$ cat src/source/fc_data_pkg.sv
package fc_data_pkg;

  // Lanes per stream word and number of MAC lanes
  localparam int NUM_LANES = 4;

  // Requantization: shift right, then clip to the int8 maximum
  localparam int REQ_SHIFT = 6;
  localparam int REQ_MAX = 127;

  // Cycles from a MAC input to its updated sum
  localparam int MAC_LATENCY = 2;

  typedef logic signed [7:0] lane_t;

  // Lane 0 sits in the low byte
  typedef struct packed {
    lane_t lane3;
    lane_t lane2;
    lane_t lane1;
    lane_t lane0;
  } word_t;

  typedef logic signed [27:0] acc_t;

  // One output group, lane 0 in the low bits
  typedef struct packed {
    acc_t acc3;
    acc_t acc2;
    acc_t acc1;
    acc_t acc0;
  } acc_group_t;

  // Read words of the four weight banks
  typedef struct packed {
    word_t bank3;
    word_t bank2;
    word_t bank1;
    word_t bank0;
  } bank_group_t;

endpackage

$ cat src/source/fc_ctrl_pkg.sv
package fc_ctrl_pkg;

  typedef enum logic [1:0] {
    LOAD_FEAT   = 2'd0,
    LOAD_BIAS   = 2'd1,
    LOAD_WEIGHT = 2'd2,
    RUN         = 2'd3
  } opcode_t;

  // Command payload, held stable while cmd_req is high
  typedef struct packed {
    opcode_t op;
  } cmd_t;

  typedef enum logic [3:0] {
    ST_IDLE,
    ST_LOAD,
    ST_READ,
    ST_FEED,
    ST_DRAIN,
    ST_BIAS,
    ST_GO,
    ST_NEXT,
    ST_FINISH,
    ST_ACK
  } ctrl_state_t;

endpackage

$ cat src/source/word_buffer.sv
`timescale 1ns/1ps

module word_buffer #(
  parameter type data_t = logic [31:0],
  parameter int DEPTH = 16,
  localparam int AW = (DEPTH > 1) ? $clog2(DEPTH) : 1
) (
  input  logic          clk,
  input  logic          en,
  input  logic          we,
  input  logic [AW-1:0] addr,
  input  data_t         wdata,
  output data_t         rdata
);

  data_t mem [DEPTH];

  // Read returns the old word when the same address is written
  always_ff @(posedge clk) begin
    if (en) begin
      if (we) begin
        mem[addr] <= wdata;
      end
      rdata <= mem[addr];
    end
  end

endmodule

$ cat src/source/mac_lane.sv
`timescale 1ns/1ps

module mac_lane (
  input  logic              clk,
  input  logic              rstn,
  input  logic              valid,
  input  logic              first,
  input  fc_data_pkg::lane_t feat,
  input  fc_data_pkg::lane_t weight,
  output fc_data_pkg::acc_t  sum
);
  import fc_data_pkg::*;

  logic signed [15:0] prod_q;
  logic               valid_q;
  logic               first_q;

  // Control flags follow the product through stage one
  always_ff @(posedge clk) begin
    if (!rstn) begin
      valid_q <= 1'b0;
      first_q <= 1'b0;
    end else begin
      valid_q <= valid;
      first_q <= valid && first;
    end
  end

  // Stage one multiplies, stage two accumulates
  always_ff @(posedge clk) begin
    prod_q <= feat * weight;
    if (valid_q) begin
      if (first_q) begin
        sum <= acc_t'(prod_q);
      end else begin
        sum <= sum + acc_t'(prod_q);
      end
    end
  end

endmodule

$ cat src/source/stream_loader.sv
`timescale 1ns/1ps

module stream_loader #(
  parameter int IN_WORDS = 4,
  parameter int OUT_GROUPS = 3,
  localparam int AW = (OUT_GROUPS * IN_WORDS > 1) ? $clog2(OUT_GROUPS * IN_WORDS) : 1
) (
  input  logic                 clk,
  input  logic                 rstn,
  input  logic                 load_go,
  input  fc_ctrl_pkg::opcode_t load_op,
  input  logic                 s_valid,
  output logic                 s_ready,
  input  fc_data_pkg::word_t   s_data,
  output logic                 wr_en_feat,
  output logic                 wr_en_bias,
  output logic [3:0]           wr_en_bank,
  output logic [AW-1:0]        wr_addr,
  output fc_data_pkg::word_t   wr_data,
  output logic                 load_done
);
  import fc_data_pkg::*;
  import fc_ctrl_pkg::*;

  localparam int WEIGHT_LEN = NUM_LANES * OUT_GROUPS * IN_WORDS;
  localparam int CW = $clog2(WEIGHT_LEN + 1);

  opcode_t       op_q;
  logic [CW-1:0] cnt;
  logic [CW-1:0] len;
  logic [AW-1:0] col;
  logic [AW-1:0] base;
  logic [1:0]    bank;
  logic          accept;
  logic          last;

  always_comb begin
    case (op_q)
      LOAD_FEAT: len = CW'(IN_WORDS);
      LOAD_BIAS: len = CW'(OUT_GROUPS);
      default:   len = CW'(WEIGHT_LEN);
    endcase
  end

  assign accept    = s_ready && s_valid;
  assign last      = (cnt == len - 1'b1);
  assign load_done = accept && last;
  assign wr_data   = s_data;

  // Weight rows fill one bank each, a full round of banks moves the base
  assign wr_addr    = (op_q == LOAD_WEIGHT) ? base + col : AW'(cnt);
  assign wr_en_feat = accept && (op_q == LOAD_FEAT);
  assign wr_en_bias = accept && (op_q == LOAD_BIAS);
  assign wr_en_bank = (accept && (op_q == LOAD_WEIGHT)) ? 4'(1 << bank) : 4'b0;

  always_ff @(posedge clk) begin
    if (!rstn) begin
      s_ready <= 1'b0;
      op_q    <= LOAD_FEAT;
      cnt     <= '0;
      col     <= '0;
      base    <= '0;
      bank    <= '0;
    end else if (load_go) begin
      s_ready <= 1'b1;
      op_q    <= load_op;
      cnt     <= '0;
      col     <= '0;
      base    <= '0;
      bank    <= '0;
    end else if (accept) begin
      cnt <= cnt + 1'b1;
      if (last) begin
        s_ready <= 1'b0;
      end
      if (col == AW'(IN_WORDS - 1)) begin
        col  <= '0;
        bank <= bank + 1'b1;
        if (bank == 2'(NUM_LANES - 1)) begin
          base <= base + AW'(IN_WORDS);
        end
      end else begin
        col <= col + 1'b1;
      end
    end
  end

endmodule

$ cat src/source/fc_controller.sv
`timescale 1ns/1ps

module fc_controller #(
  parameter int IN_WORDS = 4,
  parameter int OUT_GROUPS = 3,
  localparam int FEAT_AW = (IN_WORDS > 1) ? $clog2(IN_WORDS) : 1,
  localparam int BIAS_AW = (OUT_GROUPS > 1) ? $clog2(OUT_GROUPS) : 1,
  localparam int BANK_AW = (OUT_GROUPS * IN_WORDS > 1) ? $clog2(OUT_GROUPS * IN_WORDS) : 1
) (
  input  logic                     clk,
  input  logic                     rstn,
  input  logic                     cmd_req,
  input  fc_ctrl_pkg::cmd_t        cmd,
  output logic                     cmd_ack,
  output logic                     load_go,
  output fc_ctrl_pkg::opcode_t     load_op,
  input  logic                     load_done,
  output logic [FEAT_AW-1:0]       rd_addr_feat,
  output logic [BANK_AW-1:0]       rd_addr_bank,
  output logic [BIAS_AW-1:0]       rd_addr_bias,
  input  fc_data_pkg::word_t       feat_word,
  input  fc_data_pkg::bank_group_t bank_word,
  input  fc_data_pkg::word_t       bias_rd,
  output logic                     mac_valid,
  output logic                     mac_first,
  output fc_data_pkg::lane_t       mac_feat,
  output fc_data_pkg::word_t       mac_weight,
  output logic                     group_go,
  output fc_data_pkg::word_t       bias_word,
  output logic                     last_group,
  input  logic                     packer_busy,
  input  logic                     run_done
);
  import fc_data_pkg::*;
  import fc_ctrl_pkg::*;

  ctrl_state_t state;
  logic [1:0]  lane_cnt;
  logic [1:0]  drain_cnt;
  logic        last_word;

  assign last_word  = (rd_addr_feat == FEAT_AW'(IN_WORDS - 1));
  assign last_group = (rd_addr_bias == BIAS_AW'(OUT_GROUPS - 1));
  assign group_go   = (state == ST_GO);
  assign bias_word  = bias_rd;

  ////////////////////////////////////////////////////////////////////////////
  // MAC feed, one feature lane per cycle to all four output lanes
  ////////////////////////////////////////////////////////////////////////////

  assign mac_valid = (state == ST_FEED);
  assign mac_first = mac_valid && (rd_addr_feat == '0) && (lane_cnt == '0);
  assign mac_feat  = feat_word[8*lane_cnt +: 8];

  always_comb begin
    for (int k = 0; k < NUM_LANES; k++) begin
      mac_weight[8*k +: 8] = bank_word[32*k + 8*lane_cnt +: 8];
    end
  end

  ////////////////////////////////////////////////////////////////////////////
  // Command handshake and run sequencing
  ////////////////////////////////////////////////////////////////////////////

  always_ff @(posedge clk) begin
    if (!rstn) begin
      state        <= ST_IDLE;
      cmd_ack      <= 1'b0;
      load_go      <= 1'b0;
      load_op      <= LOAD_FEAT;
      rd_addr_feat <= '0;
      rd_addr_bank <= '0;
      rd_addr_bias <= '0;
      lane_cnt     <= '0;
      drain_cnt    <= '0;
    end else begin
      load_go <= 1'b0;
      case (state)
        ST_IDLE: begin
          if (cmd_req) begin
            if (cmd.op == RUN) begin
              rd_addr_feat <= '0;
              rd_addr_bank <= '0;
              rd_addr_bias <= '0;
              state        <= ST_READ;
            end else begin
              load_go <= 1'b1;
              load_op <= cmd.op;
              state   <= ST_LOAD;
            end
          end
        end
        ST_LOAD: begin
          if (load_done) begin
            cmd_ack <= 1'b1;
            state   <= ST_ACK;
          end
        end
        // Buffers sample the addresses here, words arrive in ST_FEED
        ST_READ: begin
          lane_cnt <= '0;
          state    <= ST_FEED;
        end
        ST_FEED: begin
          lane_cnt <= lane_cnt + 1'b1;
          if (lane_cnt == 2'(NUM_LANES - 1)) begin
            if (last_word) begin
              drain_cnt <= '0;
              state     <= ST_DRAIN;
            end else begin
              rd_addr_feat <= rd_addr_feat + 1'b1;
              rd_addr_bank <= rd_addr_bank + 1'b1;
              state        <= ST_READ;
            end
          end
        end
        // Let the last products reach the accumulators
        ST_DRAIN: begin
          drain_cnt <= drain_cnt + 1'b1;
          if (drain_cnt == 2'(MAC_LATENCY - 1)) begin
            state <= ST_BIAS;
          end
        end
        ST_BIAS: state <= ST_GO;
        ST_GO: state <= last_group ? ST_FINISH : ST_NEXT;
        // Next group waits until the packer has sent its word
        ST_NEXT: begin
          if (!packer_busy) begin
            rd_addr_feat <= '0;
            rd_addr_bank <= rd_addr_bank + 1'b1;
            rd_addr_bias <= rd_addr_bias + 1'b1;
            state        <= ST_READ;
          end
        end
        ST_FINISH: begin
          if (run_done) begin
            cmd_ack <= 1'b1;
            state   <= ST_ACK;
          end
        end
        ST_ACK: begin
          if (!cmd_req) begin
            cmd_ack <= 1'b0;
            state   <= ST_IDLE;
          end
        end
        default: state <= ST_IDLE;
      endcase
    end
  end

endmodule

$ cat src/source/result_packer.sv
`timescale 1ns/1ps

module result_packer (
  input  logic                    clk,
  input  logic                    rstn,
  input  logic                    group_go,
  input  logic                    last_group,
  input  fc_data_pkg::acc_group_t sums,
  input  fc_data_pkg::word_t      bias_word,
  output logic                    m_valid,
  input  logic                    m_ready,
  output fc_data_pkg::word_t      m_data,
  output logic                    m_last,
  output logic                    packer_busy,
  output logic                    run_done,
  output logic [4:0]              max_idx
);
  import fc_data_pkg::*;

  word_t      out_word;
  logic       transfer;
  logic       first_pend;
  logic [2:0] out_grp;
  lane_t      max_val;
  lane_t      cand_val;
  logic [4:0] cand_idx;

  // Bias add, ReLU, shift and clip to int8
  function automatic lane_t requant(acc_t sum, lane_t bias);
    acc_t total;
    acc_t shifted;
    total   = sum + acc_t'(bias);
    shifted = total >>> REQ_SHIFT;
    if (total < 0) begin
      return '0;
    end else if (shifted > REQ_MAX) begin
      return lane_t'(REQ_MAX);
    end
    return lane_t'(shifted);
  endfunction

  always_comb begin
    for (int i = 0; i < NUM_LANES; i++) begin
      out_word[8*i +: 8] = requant(sums[28*i +: 28], bias_word[8*i +: 8]);
    end
  end

  assign transfer    = m_valid && m_ready;
  assign run_done    = transfer && m_last;
  assign packer_busy = m_valid;

  ////////////////////////////////////////////////////////////////////////////
  // Argmax over the word being sent, lower lane wins a tie
  ////////////////////////////////////////////////////////////////////////////

  always_comb begin
    cand_val = max_val;
    cand_idx = max_idx;
    for (int i = 0; i < NUM_LANES; i++) begin
      if (lane_t'(m_data[8*i +: 8]) > cand_val) begin
        cand_val = lane_t'(m_data[8*i +: 8]);
        cand_idx = {out_grp, 2'(i)};
      end
    end
  end

  always_ff @(posedge clk) begin
    if (group_go) begin
      m_data <= out_word;
    end
  end

  always_ff @(posedge clk) begin
    if (!rstn) begin
      m_valid    <= 1'b0;
      m_last     <= 1'b0;
      first_pend <= 1'b1;
      out_grp    <= '0;
      max_val    <= lane_t'(8'h80);
      max_idx    <= '0;
    end else if (group_go) begin
      m_valid    <= 1'b1;
      m_last     <= last_group;
      first_pend <= 1'b0;
      if (first_pend) begin
        out_grp <= '0;
        max_val <= lane_t'(8'h80);
        max_idx <= '0;
      end else begin
        out_grp <= out_grp + 1'b1;
      end
    end else if (transfer) begin
      m_valid <= 1'b0;
      m_last  <= 1'b0;
      max_val <= cand_val;
      max_idx <= cand_idx;
      // Next group_go starts a new run
      if (m_last) begin
        first_pend <= 1'b1;
      end
    end
  end

endmodule

$ cat src/source/fc_top.sv
`timescale 1ns/1ps

module fc_top #(
  parameter int IN_WORDS = 4,
  parameter int OUT_GROUPS = 3
) (
  input  logic               clk,
  input  logic               rstn,
  input  logic               cmd_req,
  input  fc_ctrl_pkg::cmd_t  cmd,
  output logic               cmd_ack,
  input  logic               s_valid,
  input  fc_data_pkg::word_t s_data,
  output logic               s_ready,
  output logic               m_valid,
  output fc_data_pkg::word_t m_data,
  output logic               m_last,
  input  logic               m_ready,
  output logic [4:0]         max_idx
);
  import fc_data_pkg::*;
  import fc_ctrl_pkg::*;

  localparam int FEAT_AW = (IN_WORDS > 1) ? $clog2(IN_WORDS) : 1;
  localparam int BIAS_AW = (OUT_GROUPS > 1) ? $clog2(OUT_GROUPS) : 1;
  localparam int BANK_AW = (OUT_GROUPS * IN_WORDS > 1) ? $clog2(OUT_GROUPS * IN_WORDS) : 1;

  logic               load_go;
  opcode_t            load_op;
  logic               load_done;
  logic               wr_en_feat;
  logic               wr_en_bias;
  logic [3:0]         wr_en_bank;
  logic [BANK_AW-1:0] wr_addr;
  word_t              wr_data;
  logic [FEAT_AW-1:0] rd_addr_feat;
  logic [BANK_AW-1:0] rd_addr_bank;
  logic [BIAS_AW-1:0] rd_addr_bias;
  word_t              feat_word;
  word_t              bias_rd;
  word_t              bank_rd [NUM_LANES];
  bank_group_t        bank_word;
  logic               mac_valid;
  logic               mac_first;
  lane_t              mac_feat;
  word_t              mac_weight;
  acc_t               lane_sum [NUM_LANES];
  acc_group_t         sums;
  logic               group_go;
  word_t              bias_word;
  logic               last_group;
  logic               packer_busy;
  logic               run_done;

  fc_controller #(.IN_WORDS(IN_WORDS), .OUT_GROUPS(OUT_GROUPS)) u_ctrl (
    .clk, .rstn, .cmd_req, .cmd, .cmd_ack, .load_go, .load_op, .load_done,
    .rd_addr_feat, .rd_addr_bank, .rd_addr_bias, .feat_word, .bank_word, .bias_rd,
    .mac_valid, .mac_first, .mac_feat, .mac_weight, .group_go, .bias_word,
    .last_group, .packer_busy, .run_done
  );

  stream_loader #(.IN_WORDS(IN_WORDS), .OUT_GROUPS(OUT_GROUPS)) u_loader (
    .clk, .rstn, .load_go, .load_op, .s_valid, .s_ready, .s_data,
    .wr_en_feat, .wr_en_bias, .wr_en_bank, .wr_addr, .wr_data, .load_done
  );

  ////////////////////////////////////////////////////////////////////////////
  // Buffers, the write address wins only while that buffer is written
  ////////////////////////////////////////////////////////////////////////////

  word_buffer #(.data_t(word_t), .DEPTH(IN_WORDS)) u_feat_buf (
    .clk, .en(1'b1), .we(wr_en_feat),
    .addr(wr_en_feat ? wr_addr[FEAT_AW-1:0] : rd_addr_feat),
    .wdata(wr_data), .rdata(feat_word)
  );

  word_buffer #(.data_t(word_t), .DEPTH(OUT_GROUPS)) u_bias_buf (
    .clk, .en(1'b1), .we(wr_en_bias),
    .addr(wr_en_bias ? wr_addr[BIAS_AW-1:0] : rd_addr_bias),
    .wdata(wr_data), .rdata(bias_rd)
  );

  for (genvar k = 0; k < NUM_LANES; k++) begin : g_lane
    word_buffer #(.data_t(word_t), .DEPTH(OUT_GROUPS * IN_WORDS)) u_bank_buf (
      .clk, .en(1'b1), .we(wr_en_bank[k]),
      .addr(wr_en_bank[k] ? wr_addr : rd_addr_bank),
      .wdata(wr_data), .rdata(bank_rd[k])
    );

    // Lane k computes output 4g+k of the current group
    mac_lane u_mac (
      .clk, .rstn, .valid(mac_valid), .first(mac_first), .feat(mac_feat),
      .weight(mac_weight[8*k +: 8]), .sum(lane_sum[k])
    );
  end

  assign bank_word = {bank_rd[3], bank_rd[2], bank_rd[1], bank_rd[0]};
  assign sums      = {lane_sum[3], lane_sum[2], lane_sum[1], lane_sum[0]};

  result_packer u_packer (
    .clk, .rstn, .group_go, .last_group, .sums, .bias_word, .m_valid, .m_ready,
    .m_data, .m_last, .packer_busy, .run_done, .max_idx
  );

endmodule

$ cat config.mk
export PLATFORM = sky130hd
export DESIGN_NAME = fc_top
export DESIGN_NICKNAME = d
export VERILOG_FILES = /design/src/source/fc_data_pkg.sv /design/src/source/fc_ctrl_pkg.sv /design/src/source/word_buffer.sv /design/src/source/mac_lane.sv /design/src/source/stream_loader.sv /design/src/source/fc_controller.sv /design/src/source/result_packer.sv /design/src/source/fc_top.sv
export SDC_FILE = /design/constraint.sdc
export NUM_CORES = 2
export LEC_CHECK = 0
export BUFFER_PORTS_ARGS = -buffer_cell sky130_fd_sc_hd__buf_2
export CAP_MARGIN = 20
export CORE_UTILIZATION = 46
export CTS_CLUSTER_SIZE = 40
export DETAILED_ROUTE_END_ITERATION = 12
export PLACE_DENSITY = 0.7
export REMOVE_ABC_BUFFERS = 1
export SYNTH_ARGS = -nofsm -noshare
export SYNTH_HDL_FRONTEND = slang
export SYNTH_SLANG_ARGS = --single-unit
$ cat constraint.sdc
create_clock -name clk -period 11.59 [get_ports clk]
set_input_delay 1.159 -clock clk [delete_from_list [all_inputs] [get_ports clk]]
set_output_delay 1.159 -clock clk [all_outputs]
set_load 0.01 [all_outputs]
==> impl_metrics.tcl <==
set metrics [dict create \
    swShare_pct 30.5 \
    internal_power_w 0.0165 \
    ys_ff_latch 2218 \
    drt-initial-drc-count 5244 \
    reg2reg_from "u_packer.m_data[5]" \
    fmax_mhz 115 \
    drt_first_pass_iters 6 \
    place_area_sq_um 106000 \
    p_switching_w 0.00724 \
    cts_sinks 2218 \
    status "complete, no violations" \
    hold_class "reg2reg" \
    grt_usage_pct 20.9 \
    antenna_found_initial 8 \
    place_congestion 0.863 \
    p_seq_share_pct 38.9 \
    ys_types 98 \
    r2r-end "u_packer.max_val[6]" \
    drive_above_1_share_pct 17.0 \
    mappedNetlistArea_sq_um 101000 \
    timing.final.crit_period_ns 8.66 \
    synth-edff-count 1904 \
    grt_overflow 0 \
    io_buffers 79 \
    grt_max_degree 120 \
    syn_inst 6556 \
    async_reset_ff_share_pct 0 \
    p_leak_nw 40.5 \
    htreeDepth 4 \
    cts_buffer_depth 3 \
    crit_required_ns 12.31 \
    wl_um 230000 \
    die_width_um 470 \
    path_max_fanout 22 \
    rows 171 \
    critPathKind "reg2reg" \
    wl_met2_um 112000 \
    cts_tree "yes" \
    r2r_slack_ns 2.93 \
    fp.dieH_um 470 \
    synth_flop_cell "edfxtp_1" \
    die_area_sq_um 221000 \
    power_density_nw_per_um2 210 \
    combPwrFrac_pct 29.9 \
    layout_common_cells "edfxtp_1, nor2_1, mux4_2" \
    avgSynthCellArea_sq_um 15.4 \
    hold_depth 2 \
    finalNetCount 7403 \
    cp_common_cell "o21a_1" \
    start_util_pct 46.4 \
    slowest_delay_ns 0.77 \
    drc_errors 0 \
    finish.utilization_pct 52.1 \
    cts_root_buffer "clkbuf_16" \
    hpwl_um 134000 \
    dr_total_vias 56616 \
    cts_resized 0 \
    grt_pass1_wl_um 353000 \
    reg2reg_depth 30 \
    num_io_pins 80 \
    worstPathArrival_ns 9.38 \
    slew_viol_final 0 \
    clock_power_share_pct 31.2 \
    cts_made_buffers 218 \
    ant_nets 0 \
    met3_length_um 13900 \
    fin_worst_skew_ns 0.0883 \
    worst_slack_ns 2.93 \
    finalSetupViolCount 0 \
    slowest_stage "o41ai_1" \
    max_cap_viol_count 0 \
    wl_met1_um 98600 \
    rsz0062_at_grt "false" \
    pre_cts_ws_ns 2.96 \
    syn_to_final_growth_pct 12.4 \
    tightest_slew_ns 1.12 \
    core_area_sq_um 218000 \
    wl_per_cell_um 23.4 \
    final_cell_area_sq_um 113000 \
    max-slew-margin-rel_pct 24.6 \
    end_kind "flip-flop" \
    mostFrequentLayoutCell "edfxtp_1" \
    hold_buffers 0 \
    ys_warn_count 0 \
    postCtsSetupRepairBufs 0 \
    yosysSeqAreaShare_pct 62.9 \
    grt_pass1_vias 58169 \
    path_clk_slew_ns 0.06 \
    insertion_delay_ns 0.90 \
    min_to "u_bias_buf.rdata[17]" \
    min_from "u_bias_buf.mem[0][17]" \
    ir_drop_uv 218 \
    top_layer "met4" \
    hold_viol 0 \
    routed_via_density 5.77 \
    cp-start-kind "flip-flop" \
    period_share_pct 74.8 \
]
[Yosys cell counts (49+ instances only)]
| cell | n | area share, % |
|---|---|---|
| o21ai_0 | 229 | 1.1 |
| nor2b_1 | 51 | 0.32 |
| clkbuf_1 | 158 | 0.59 |
| mux4_2 | 430 | 9.6 |
| inv_1 | 407 | 1.5 |
| fa_1 | 224 | 4.4 |
| mux2i_1 | 189 | 1.9 |
| xnor2_1 | 132 | 1.1 |
| a21o_1 | 98 | 0.73 |
| a21oi_1 | 371 | 1.8 |
| nor2_1 | 499 | 1.9 |
| nand3_1 | 49 | 0.24 |
| nand2_1 | 326 | 1.2 |
| dfxtp_1 | 314 | 6.2 |
| ha_1 | 375 | 4.7 |
| xor2_1 | 78 | 0.68 |
| edfxtp_1 | 1904 | 57 |
[power groups by stage]
stage | Clock [W] | Sequential (W) | Combinational, W
after floorplan | 0 | 0.00934 | 0.00550
final | 0.00742 | 0.00924 | 0.00711
after detailed placement | 0 | 0.00941 | 0.00708
after CTS | 0.00754 | 0.00924 | 0.00715
after global routing | 0.00783 | 0.00926 | 0.00812
after global placement | 0 | 0.00941 | 0.00687
[metrics by stage]
step | TNS [ns] | power [W] | hold slack [ns] | std cells
after CTS | 0 | 0.0239 | 0.449 | 9812
after global routing | 0 | 0.0252 | 0.470 | 9814
final | 0 | 0.0238 | 0.447 | 9819
after detailed placement | 0 | 0.0165 | 0.434 | 9397
after global placement | 0 | 0.0163 | 0.429 | 9395
after floorplan | -214.17 | 0.0148 | 0.426 | 6328
[how the worst max path moves through the flow]
stage                        startpoint                              to
floorplan                       s_valid  g_lane[1].u_bank_buf.mem[4][0]
global placement    u_packer.max_val[5]             u_packer.max_val[5]
detailed placement   u_packer.m_data[5]             u_packer.max_val[5]
CTS                  u_packer.m_data[5]             u_packer.max_val[5]
global route         u_packer.m_data[5]             u_packer.max_val[5]
finish               u_packer.m_data[5]             u_packer.max_val[6]
[layout make-up]
cell class	instances	area, sq um
Antenna cell	5	12.5
Clock buffer	306	6260
Clock inverter	109	1450
Fill cell	17265	104000
Inverter	408	1530
Multi-Input combinational cell	3702	35500
Sequential cell	2218	63500
Tap cell	2854	3570
Timing Repair Buffer	217	1510
[sequential cells by signal (all words and copies together), names as in the netlist, 5 cells and up]
name,count
g_lane.u_mac.sum,112
g_lane.u_bank_buf.mem,1536
u_packer.m_data,32
u_bias_buf.rdata,32
u_feat_buf.mem,128
u_loader.cnt,6
g_lane.u_bank_buf.rdata,128
u_packer.max_val,8
u_feat_buf.rdata,32
u_packer.max_idx,5
u_bias_buf.mem,96
g_lane.u_mac.prod_q,64
[critical path: cells and delay by family (launching register included)]
family                   cells  cell delay [ns]
adder cells (fa/ha/maj)      4             1.27
AND/OR/NAND/NOR              4             0.83
multiplexers                 2             0.33
flip-flops                   1             0.42
AO/OA/AOI/OAI               20             5.66
[layer usage]
layer,vias up,GRT usage (%)
met5,-,0
met4,0,5.81
met3,349,2.61
met2,1884,35.1
met1,29056,28.6
li1,25327,-
[cells by family after synthesis]
family / count (synthesis) / share of synthesized area [%]
flops: 2218 / 62.9
fa+ha+maj: 600 / 9.11
mux: 659 / 11.9
buf+inv: 639 / 2.47
xor+xnor: 210 / 1.82
other cells: 1 / 0.00372
compound gates: 1033 / 6.39
simple gates: 1196 / 5.35
Note: power is estimated with default switching activity, not from simulation.
